--- config.mk ---
export PLATFORM = sky130hd
export DESIGN_NAME = arcade_io_top
export DESIGN_NICKNAME = d
export VERILOG_FILES = /design/src/design/arcade_io_pkg.sv /design/src/design/arcade_io_top.sv /design/src/design/board_config_store.sv /design/src/design/input_port_mapper.sv /design/src/design/player_input_decoder.sv
export SDC_FILE = /design/constraint.sdc
export NUM_CORES = 1
export LEC_CHECK = 0
export BUFFER_PORTS_ARGS = -buffer_cell sky130_fd_sc_hd__buf_4
export CORE_UTILIZATION = 35
export DETAILED_ROUTE_END_ITERATION = 7
export PLACE_DENSITY = 0.67
export SLEW_MARGIN = 20
export SYNTH_ARGS = -nofsm -noshare
export SYNTH_HDL_FRONTEND = slang
export SYNTH_HIERARCHICAL = 1
export SYNTH_SLANG_ARGS = --single-unit
--- constraint.sdc ---
create_clock -name clk_sys -period 2.2 [get_ports clk_sys]
set_clock_uncertainty 0.05 [all_clocks]
set_input_delay 0.22 -clock clk_sys [delete_from_list [all_inputs] [get_ports clk_sys]]
set_output_delay 0.22 -clock clk_sys [all_outputs]
set_load 0.01 [all_outputs]
--- src/design/arcade_io_pkg.sv ---
/* Arcade input and board configuration definitions */
package arcade_io_pkg;

	typedef logic [7:0]  byte_t;
	typedef logic [10:0] ps2_key_t;
	typedef logic [15:0] joy_word_t;
	typedef logic [4:0]  player_ctl_t;
	typedef logic [24:0] dl_addr_t;
	typedef logic [7:0]  board_id_t;

	// Board numbers as sent in the board select byte
	localparam board_id_t BOARD_SPACE_INVADERS = 8'd0;
	localparam board_id_t BOARD_VORTEX         = 8'd2;
	localparam board_id_t BOARD_BOOT_HILL      = 8'd5;
	localparam board_id_t BOARD_AMAZING_MAZE   = 8'd14;

	// Download port indexes
	localparam byte_t DL_INDEX_BOARD = 8'd1;
	localparam byte_t DL_INDEX_DIP   = 8'd254;
	localparam int    NUM_DIP_BYTES  = 3;

	// ps2_key fields
	localparam int PS2_TOGGLE_BIT = 10;
	localparam int PS2_PRESS_BIT  = 9;

	// Player control bits, same layout as the joystick low bits
	localparam int CTL_RIGHT = 0;
	localparam int CTL_LEFT  = 1;
	localparam int CTL_DOWN  = 2;
	localparam int CTL_UP    = 3;
	localparam int CTL_FIRE  = 4;

	// Shared joystick buttons
	localparam int JOY_START1 = 8;
	localparam int JOY_START2 = 9;
	localparam int JOY_COIN   = 10;

	////////////////////////////////////////////////////////////
	// Scan codes
	////////////////////////////////////////////////////////////
	localparam logic [8:0] KEY_P1_UP    = 9'h075;
	localparam logic [8:0] KEY_P1_DOWN  = 9'h072;
	localparam logic [8:0] KEY_P1_LEFT  = 9'h06B;
	localparam logic [8:0] KEY_P1_RIGHT = 9'h074;
	localparam logic [8:0] KEY_P1_FIRE  = 9'h014;
	localparam logic [8:0] KEY_P2_UP    = 9'h02D;
	localparam logic [8:0] KEY_P2_DOWN  = 9'h02B;
	localparam logic [8:0] KEY_P2_LEFT  = 9'h023;
	localparam logic [8:0] KEY_P2_RIGHT = 9'h034;
	localparam logic [8:0] KEY_P2_FIRE  = 9'h01C;
	localparam logic [8:0] KEY_F1       = 9'h005;
	localparam logic [8:0] KEY_1        = 9'h016;
	localparam logic [8:0] KEY_F2       = 9'h006;
	localparam logic [8:0] KEY_2        = 9'h01E;
	localparam logic [8:0] KEY_ESC      = 9'h076;
	localparam logic [8:0] KEY_5        = 9'h02E;
	localparam logic [8:0] KEY_6        = 9'h036;

	// Default port_wr bit per trigger, Space Invaders layout
	localparam int TRIG_DEF_SHIFT_COUNT = 2;
	localparam int TRIG_DEF_AUDIO_P1    = 3;
	localparam int TRIG_DEF_SHIFT_DATA  = 4;
	localparam int TRIG_DEF_AUDIO_P2    = 5;
	localparam int TRIG_DEF_WATCHDOG    = 6;

endpackage

--- src/design/arcade_io_top.sv ---
/* Arcade control input top level */
`timescale 1ns/10ps

module arcade_io_top
	import arcade_io_pkg::*;
(
	input  logic      clk_sys,
	input  logic      rst_n,
	input  ps2_key_t  ps2_key,
	input  joy_word_t joy1,
	input  joy_word_t joy2,
	input  logic      dl_wr,
	input  byte_t     dl_index,
	input  dl_addr_t  dl_addr,
	input  byte_t     dl_data,
	input  byte_t     port_wr,
	input  byte_t     shifter_data,
	output byte_t     gdb0,
	output byte_t     gdb1,
	output byte_t     gdb2,
	output byte_t     gdb3,
	output logic      trig_shift_count,
	output logic      trig_shift_data,
	output logic      trig_audio_p1,
	output logic      trig_audio_p2,
	output logic      trig_watchdog,
	output logic      wd_enabled,
	output logic      landscape,
	output logic      rotate_ccw
);

	player_ctl_t p1;
	player_ctl_t p2;
	logic        start1;
	logic        start2;
	logic        coin;
	board_id_t   board_sel;
	byte_t       dip0;
	byte_t       dip1;
	byte_t       dip2;

	player_input_decoder u_decoder (
		.clk_sys (clk_sys),
		.rst_n   (rst_n),
		.ps2_key (ps2_key),
		.joy1    (joy1),
		.joy2    (joy2),
		.p1      (p1),
		.p2      (p2),
		.start1  (start1),
		.start2  (start2),
		.coin    (coin)
	);

	board_config_store u_store (
		.clk_sys   (clk_sys),
		.rst_n     (rst_n),
		.dl_wr     (dl_wr),
		.dl_index  (dl_index),
		.dl_addr   (dl_addr),
		.dl_data   (dl_data),
		.board_sel (board_sel),
		.dip0      (dip0),
		.dip1      (dip1),
		.dip2      (dip2)
	);

	input_port_mapper u_mapper (
		.p1               (p1),
		.p2               (p2),
		.start1           (start1),
		.start2           (start2),
		.coin             (coin),
		.board_sel        (board_sel),
		.dip0             (dip0),
		.dip1             (dip1),
		.dip2             (dip2),
		.port_wr          (port_wr),
		.shifter_data     (shifter_data),
		.gdb0             (gdb0),
		.gdb1             (gdb1),
		.gdb2             (gdb2),
		.gdb3             (gdb3),
		.trig_shift_count (trig_shift_count),
		.trig_shift_data  (trig_shift_data),
		.trig_audio_p1    (trig_audio_p1),
		.trig_audio_p2    (trig_audio_p2),
		.trig_watchdog    (trig_watchdog),
		.wd_enabled       (wd_enabled),
		.landscape        (landscape),
		.rotate_ccw       (rotate_ccw)
	);

endmodule

--- src/design/board_config_store.sv ---
/* Board select and DIP switch store */
`timescale 1ns/10ps

module board_config_store
	import arcade_io_pkg::*;
(
	input  logic      clk_sys,
	input  logic      rst_n,
	input  logic      dl_wr,
	input  byte_t     dl_index,
	input  dl_addr_t  dl_addr,
	input  byte_t     dl_data,
	output board_id_t board_sel,
	output byte_t     dip0,
	output byte_t     dip1,
	output byte_t     dip2
);

	localparam int DIP_SEL_W = $clog2(NUM_DIP_BYTES);

	logic                 board_wr;
	logic                 dip_wr;
	logic [DIP_SEL_W-1:0] dip_sel;
	board_id_t            board_q;
	byte_t                dip_q [NUM_DIP_BYTES];

	// Write decode
	assign board_wr = dl_wr && (dl_index == DL_INDEX_BOARD);
	assign dip_wr   = dl_wr && (dl_index == DL_INDEX_DIP)
		&& (dl_addr < dl_addr_t'(NUM_DIP_BYTES));
	assign dip_sel  = dl_addr[DIP_SEL_W-1:0];

	always_ff @(posedge clk_sys)
	begin
		if (!rst_n)
		begin
			board_q <= BOARD_SPACE_INVADERS;
			for (int i = 0; i < NUM_DIP_BYTES; i++)
				dip_q[i] <= '0;
		end
		else
		begin
			if (board_wr)
				board_q <= dl_data;
			if (dip_wr)
				dip_q[dip_sel] <= dl_data;
		end
	end

	assign board_sel = board_q;
	assign dip0      = dip_q[0];
	assign dip1      = dip_q[1];
	assign dip2      = dip_q[2];

endmodule

--- src/design/input_port_mapper.sv ---
/* Per-board input port mapper */
`timescale 1ns/10ps

module input_port_mapper
	import arcade_io_pkg::*;
(
	input  player_ctl_t p1,
	input  player_ctl_t p2,
	input  logic        start1,
	input  logic        start2,
	input  logic        coin,
	input  board_id_t   board_sel,
	input  byte_t       dip0,
	input  byte_t       dip1,
	input  byte_t       dip2,
	input  byte_t       port_wr,
	input  byte_t       shifter_data,
	output byte_t       gdb0,
	output byte_t       gdb1,
	output byte_t       gdb2,
	output byte_t       gdb3,
	output logic        trig_shift_count,
	output logic        trig_shift_data,
	output logic        trig_audio_p1,
	output logic        trig_audio_p2,
	output logic        trig_watchdog,
	output logic        wd_enabled,
	output logic        landscape,
	output logic        rotate_ccw
);

	logic m_right;
	logic m_left;
	logic m_fire;

	// Either player drives the shared cabinet controls
	assign m_right = p1[CTL_RIGHT] | p2[CTL_RIGHT];
	assign m_left  = p1[CTL_LEFT] | p2[CTL_LEFT];
	assign m_fire  = p1[CTL_FIRE] | p2[CTL_FIRE];

	always_comb
	begin
		////////////////////////////////////////////////////////////
		// Defaults, also used by unknown boards
		////////////////////////////////////////////////////////////
		gdb0             = 8'hFF;
		gdb1             = 8'hFF;
		gdb2             = 8'hFF;
		gdb3             = shifter_data;
		landscape        = 1'b1;
		rotate_ccw       = 1'b0;
		wd_enabled       = 1'b1;
		trig_shift_count = port_wr[TRIG_DEF_SHIFT_COUNT];
		trig_audio_p1    = port_wr[TRIG_DEF_AUDIO_P1];
		trig_shift_data  = port_wr[TRIG_DEF_SHIFT_DATA];
		trig_audio_p2    = port_wr[TRIG_DEF_AUDIO_P2];
		trig_watchdog    = port_wr[TRIG_DEF_WATCHDOG];

		case (board_sel)
			BOARD_SPACE_INVADERS:
			begin
				// Upright cabinet, monitor turned
				landscape  = 1'b0;
				rotate_ccw = 1'b1;
				gdb0 = dip0 | {1'b1, m_right, m_left, m_fire, 1'b1, 1'b1, 1'b1, 1'b1};
				gdb1 = dip1 | {1'b1, m_right, m_left, m_fire, 1'b1, start1, start2, coin};
				gdb2 = dip2 | {1'b1, m_right, m_left, m_fire, 1'b0, 1'b0, 1'b1, 1'b1};
			end
			BOARD_VORTEX:
			begin
				landscape  = 1'b0;
				rotate_ccw = 1'b1;
				// Shifter moves to port 1, players split over ports 2 and 3
				gdb0 = 8'hFF;
				gdb1 = shifter_data;
				gdb2 = dip1 | {1'b1, p1[CTL_RIGHT], p1[CTL_LEFT], p1[CTL_FIRE],
					1'b1, start1, start2, coin};
				gdb3 = dip2 | {1'b0, p2[CTL_RIGHT], p2[CTL_LEFT], p2[CTL_FIRE],
					4'b0000};
				trig_shift_count = port_wr[0];
				trig_audio_p1    = port_wr[1];
				trig_shift_data  = port_wr[6];
				trig_audio_p2    = port_wr[7];
				trig_watchdog    = port_wr[4];
			end
			BOARD_BOOT_HILL:
			begin
				// One byte per gunslinger
				gdb0 = dip0 | {p1[CTL_FIRE], 1'b0, 1'b1, 1'b0,
					p1[CTL_RIGHT], p1[CTL_LEFT], p1[CTL_DOWN], p1[CTL_UP]};
				gdb1 = dip1 | {p2[CTL_FIRE], 1'b0, 1'b1, 1'b0,
					p2[CTL_RIGHT], p2[CTL_LEFT], p2[CTL_DOWN], p2[CTL_UP]};
				gdb2 = dip2 | {start1, coin, start1, 1'b0, 1'b1, 1'b1, 1'b0, 1'b1};
				trig_shift_count = port_wr[1];
				trig_audio_p1    = port_wr[3];
				trig_shift_data  = port_wr[2];
				trig_audio_p2    = port_wr[5];
				trig_watchdog    = port_wr[4];
			end
			BOARD_AMAZING_MAZE:
			begin
				// No watchdog on this board
				wd_enabled = 1'b0;
				gdb0 = dip0 | {p2[CTL_UP], p2[CTL_DOWN], p2[CTL_RIGHT], p2[CTL_LEFT],
					p1[CTL_UP], p1[CTL_DOWN], p1[CTL_RIGHT], p1[CTL_LEFT]};
				gdb1 = dip1 | {4'b0000, coin, 1'b0, start2, start1};
				gdb2 = 8'h00;
			end
			default:
			begin
			end
		endcase
	end

endmodule

--- src/design/player_input_decoder.sv ---
/* Key and joystick decoder */
`timescale 1ns/10ps

module player_input_decoder
	import arcade_io_pkg::*;
(
	input  logic        clk_sys,
	input  logic        rst_n,
	input  ps2_key_t    ps2_key,
	input  joy_word_t   joy1,
	input  joy_word_t   joy2,
	output player_ctl_t p1,
	output player_ctl_t p2,
	output logic        start1,
	output logic        start2,
	output logic        coin
);

	logic        toggle_q;
	logic        key_event;
	logic        key_pressed;
	logic [8:0]  key_code;
	player_ctl_t key_p1;
	player_ctl_t key_p2;
	logic        key_start1;
	logic        key_start2;
	logic        key_coin_a;
	logic        key_coin_b;
	joy_word_t   joy_any;

	assign key_event   = ps2_key[PS2_TOGGLE_BIT] != toggle_q;
	assign key_pressed = ps2_key[PS2_PRESS_BIT];
	assign key_code    = ps2_key[8:0];

	// Toggle history, follows the host every cycle
	always_ff @(posedge clk_sys)
	begin
		toggle_q <= ps2_key[PS2_TOGGLE_BIT];
	end

	////////////////////////////////////////////////////////////
	// Held key states
	////////////////////////////////////////////////////////////
	always_ff @(posedge clk_sys)
	begin
		if (!rst_n)
		begin
			key_p1     <= '0;
			key_p2     <= '0;
			key_start1 <= 1'b0;
			key_start2 <= 1'b0;
			key_coin_a <= 1'b0;
			key_coin_b <= 1'b0;
		end
		else if (key_event)
		begin
			case (key_code)
				KEY_P1_UP:    key_p1[CTL_UP]    <= key_pressed;
				KEY_P1_DOWN:  key_p1[CTL_DOWN]  <= key_pressed;
				KEY_P1_LEFT:  key_p1[CTL_LEFT]  <= key_pressed;
				KEY_P1_RIGHT: key_p1[CTL_RIGHT] <= key_pressed;
				KEY_P1_FIRE:  key_p1[CTL_FIRE]  <= key_pressed;
				KEY_P2_UP:    key_p2[CTL_UP]    <= key_pressed;
				KEY_P2_DOWN:  key_p2[CTL_DOWN]  <= key_pressed;
				KEY_P2_LEFT:  key_p2[CTL_LEFT]  <= key_pressed;
				KEY_P2_RIGHT: key_p2[CTL_RIGHT] <= key_pressed;
				KEY_P2_FIRE:  key_p2[CTL_FIRE]  <= key_pressed;
				// Function keys and MAME style keys share a state
				KEY_F1,
				KEY_1:        key_start1 <= key_pressed;
				KEY_F2,
				KEY_2:        key_start2 <= key_pressed;
				KEY_ESC,
				KEY_5:        key_coin_a <= key_pressed;
				KEY_6:        key_coin_b <= key_pressed;
				default:      ;
			endcase
		end
	end

	// Joystick merge, no added delay
	assign joy_any = joy1 | joy2;

	assign p1 = key_p1 | joy1[$bits(player_ctl_t)-1:0];
	assign p2 = key_p2 | joy2[$bits(player_ctl_t)-1:0];

	assign start1 = key_start1 | joy_any[JOY_START1];
	assign start2 = key_start2 | joy_any[JOY_START2];
	assign coin   = key_coin_a | key_coin_b | joy_any[JOY_COIN];

endmodule

* Word-level counts from Yosys, hierarchy flattened *
Memories as Yosys holds them, arrays and structs flattened.
Index checks and enable logic that the tools add are counted.

storage, ports and cells
  memories = 1
  memory bits (writable) = 24
  word-level logic and storage cells = 104
  register bits = 23

cells by class
  magnitude comparators = 1
  reduce and logical (&&, ||, !) cells = 24
  equal/unequal tests = 23
  bitwise gates (word level) = 20
  multiplexer cells = 19

memory list
  name           words  width  read ports  clocked after Yosys merged registers in  wr ports  RTL line                  RTL
  u_store.dip_q  3      8      3           0                                        3         board_config_store.sv:25  byte_t dip_q [NUM_DIP_BYTES];

operator list
  kind                 number
  $or 8x8->8           8
  $pmux 8 s4           2
  $eq 9x6->1 const B   6
  $eq 9x7->1 const B   5
  $eq 9x5->1 const B   4
  $reduce_and 2->1     14
  $lt 25x2->1 const B  1
  $pmux 8 s3           1
  $eq 9x3->1 const B   2
  $mux 8               2
  $mux 1               11
  $or 11x11->11        1
  $or 5x5->5           2
  $reduce_or 2->1      5
  $eq 8x1->1 const B   1
  $eq 8x2->1 const B   1
  $eq 8x3->1 const B   1
  $eq 8x4->1 const B   1
  $eq 8x8->1 const B   1
  $logic_not 8->1      1
  $or 8x4->8           1
  $or 8x7->8           1
  $reduce_or 8->1      1
  $or 1x1->1           7
  4 further kinds      7

* Logic depth before layout (Yosys ltp) *
  depth after elaboration = 8
  depth in mapped cells = 6
  mapped depth without buffers = 5

* Hierarchy *
The synthesis kept the hierarchy.

modules (own cells, without submodules)
  module                cells an instance  area an instance (um2)  sequential area each (um2)  times used
  board_config_store    123                1511.4                  880.8                       1
  input_port_mapper     173                949.7                   0.0                         1
  player_input_decoder  100                890.9                   300.3                       1

* Worst setup path after synthesis *
Ideal clock, no wire load.

  path type = input to register
  from = input port dl_addr[24]
  to = memory u_store/dip_q[0][0] (netlist bit) (enable)
  arrival time = 1620 ps
  data required time = 1763 ps
  cell stages on the path = 4
  path slack = 143 ps
  library setup time = 387 ps
  cells stage by stage = nor4b_4 -> nand4_4 -> buf_6 -> o31ai_1

RTL lines
  element      RTL line                  RTL
  from (decl)  arcade_io_top.sv:14       input dl_addr_t dl_addr,
  to (decl)    board_config_store.sv:25

* Worst setup path in the final report *
  from = register u_store.board_q[4], in the netlist u_store/board_sel[4]
  to = output port gdb1[4]

between the ends
  longest elaborated chain between the ends = 2
  elaborated cells on any way between the ends = 5

ends and longest elaborated chain
  element                             RTL line                  RTL
  from (decl)                         board_config_store.sv:24  board_id_t board_q;
  from (signal assigned)              board_config_store.sv:44  board_q <= dl_data;
  $eq 8x4->1 (tied with other cells)  input_port_mapper.sv:59   case (board_sel)
  $pmux 8 s4 *                        input_port_mapper.sv:59
  to (decl)                           arcade_io_top.sv:19       output byte_t gdb1,

Every way passes the cells marked *; elsewhere a longest branch is shown, timed or not.

==> run summary <==
Clock sinks = 47
Syn. warnings = 6
Initial antenna violation count = 0
Grt total ovfl = 0
Worst Max-Slew Pin Slew = 0.6768 ns
Syn_area_per_cell = 8.465 um^2
Crit path launch type = register
Hold Fails Final Rpt = 0
IO Count = 143
RSZ-0062 raised after global routing = true
Row cnt = 35
Max clock buf depth = 2
Cell Count, Final, Fillers Out = 676
Filler cells = 849
First-pass GRT wire length = 16.93 mm
Worst-path clk slew = 0.08 ns
Vias in the first global route = 3433
Area of the mapped netlist = 3352 um^2
Total power = 0.002081 W
Fin nets = 649
Die Footprint = 9972 um^2
Outcome = finished, violations left
Mapped Cells = 396
CP required = 1.93 ns
Main synth FF type = edfxtp_1
Main area contributors after synthesis = edfxtp_1, dfxtp_1, nand2_1, nor4_1, nor2_1
Asr flop ratio synth = 0
Vias = 3729
Register area share after synthesis = 0.3524
Syn_nets = 499
Top-area cell type share of the netlist area = 0.2150
Final worst slack = -0.1474 ns
Core area = 9240 um^2
Cells after DPL = 654
# setup viols final = 21
Final Cycle Share = 1.067
Leading area contributor after synthesis = edfxtp_1
Most frequent cells after synthesis = nand2_1, nor2_1, nor4_1
Die Wd = 99.86 um
First-pass iteration count of the detailed router = 6
WL final = 11.25 mm
Clock Latency Late Sink = 0.30 ns
Initial Util = 0.3628
Fmax = 426.0 MHz
Routed Antenna Nets = 0
Leak = 1.961 nW
Total Routing Usage GR = 0.2175
ANT cells = 0
Synthesized flop and latch total = 47
GP Congestion = 0.8895
TritonCTS clock tree = yes
Most common cell in the netlist = nand2_1
Hold Path Class = in2reg
Unique masters post-synth = 60
Layout area overhead = 47.93%
IO buf count = 126
Arrival time worst endpoint = 2.08 ns
Violated checks = setup timing
Share of cells above drive strength 1 = 0.4260
Max-cap violations = 0
Post-DP HPWL = 8.809 mm
H-tree depth = 2
Root buffer cell = clkbuf_8
Number of vias per cell = 5.516
Power per cell area = 419.7 nW/um^2
Setup crit end kind = primary output
Tmin final = 2.347 ns
Rel. slew slack = 0.5451
CTS Buf Count = 5
Initial DRC Count = 197
Die Ht = 99.86 um
Average wire per standard cell = 16.63 um
Final Max Tran Viols = 0
VDD IR-drop max = 275.3 uV
Crit Path Category = reg2out
DRC Markers = 0
Worst-path fanout max = 4
Pin count of the biggest net entering global routing = 25
EDFF count, synth = 24
==> cells in the final DEF (no fill, tap or decap), types with 3 or more instances in the layout <==
master    count
buf_4       148
nand2_1      55
nor2_1       32
nor4_1       26
edfxtp_1     24
a21oi_1      18
dfxtp_1      17
nand4_1      14
buf_6        13
or2_2        12
mux2i_1      12
nand3_1      11
inv_1        11
o31ai_1      11
o21ai_0      10
nor2b_1       7
dfxtp_2       6
o211ai_1      6
clkbuf_8      5
nor3_1        5
o21ai_1       5
nand2_2       5
nand4b_1      5
nand2b_1      4
nor3b_1       3
and3_1        3
nor4b_4       3
nor3_4        3
o21ai_2       3
nor2_2        3
or4_1         3
a2111o_1      3
==> worst paths after layout <==
check	startpoint	endpoint	slack, ns	depth (start not counted)
setup / recovery	u_store/board_sel[4]	gdb1[4]	-0.15	6
hold / removal	dl_data[7]	u_store/board_sel[7]	0.14	3
setup reg to reg	u_decoder/toggle_q	u_decoder/key_p1[1]	0.61	4
hold reg to reg	u_decoder/key_p1[2]	u_decoder/key_p1[2]	0.41	2
==> kinds of logic after synthesis <==
kind of cell	synth area share
flops	0.3524
compound gates	0.1594
simple gates	0.3957
buf+inv	0.04218
mux	0.04255
xor+xnor	0.007840
==> metal layers <==
layer	GRT usage	share of wire	vias up
li1	-	-	1799
met1	0.2763	0.42	1731
met2	0.3782	0.49	186
met3	0.03830	0.067	13
met4	0.06109	0.018	0
met5	0	0	-
==> repair_timing <==
| action | in CTS | in global routing |
|---|---|---|
| pin swaps | 14 | 9 |
| endpoints found under the hold margin | 1 | 0 |
| gates resized for setup | 26 | 36 |
| setup buffers | 9 | 6 |
| endpoints found under the setup margin | 33 | 39 |
| hold buffers | 1 | 0 |
==> area by class of cell <==
type                       count  area [um^2]  share of cell area
clock inverter                 2        60.06             0.01211
tap                          129        161.4             0.03255
sequential                    47         1189              0.2397
timing repair buffer         162         1267              0.2556
clock buffer                   6        72.57             0.01464
inverter                      12        45.04            0.009084
multi-input combinational    318         2163              0.4363
==> worst max-delay path, stage by stage, from the launching register on <==
cell and delay [ns]:
dfxtp_2 0.32, or4_4 0.61, nor3_4 0.25, buf_6 0.15, nor2_4 0.04, o211ai_1 0.24
buf_4 0.17
==> registers in the layout, summed over array words and instances (netlist names) <==
register,cells
u_decoder/key_coin_a,1
u_decoder/key_coin_b,1
u_decoder/key_p1,5
u_decoder/key_p2,5
u_decoder/key_start1,1
u_decoder/key_start2,1
u_decoder/toggle_q,1
u_store/board_sel,8
u_store/dip_q,24
==> power breakdown <==
group / leakage, nW / switching [W] / internal (W)
Combinational: 1.48 / 0.000179 / 0.000200
Clock: 0.0654 / 0.000288 / 0.000454
Sequential: 0.416 / 0.0000185 / 0.000942
Total: 1.96 / 0.000486 / 0.00160
==> stage by stage <==
| stage | utilization | setup slack (ns) | hold WS (ns) | setup TNS [ns] | area [um^2] |
|---|---|---|---|---|---|
| final | 0.5366 | -0.1474 | 0.1429 | -1.549 | 4959 |
| after global routing | 0.5366 | -0.2077 | 0.1393 | -4.260 | 4959 |
| after CTS | 0.5204 | -0.1139 | 0.1368 | -1.285 | 4808 |
| after detailed placement | 0.4900 | 0.04070 | 0.3073 | 0 | 4528 |
| after global placement | 0.4900 | 0.08672 | 0.3054 | 0 | 4528 |
| after floorplan | - | 0.1434 | 0.1977 | 0 | 3352 |
No activity file was read; power rests on OpenSTA's default activity.
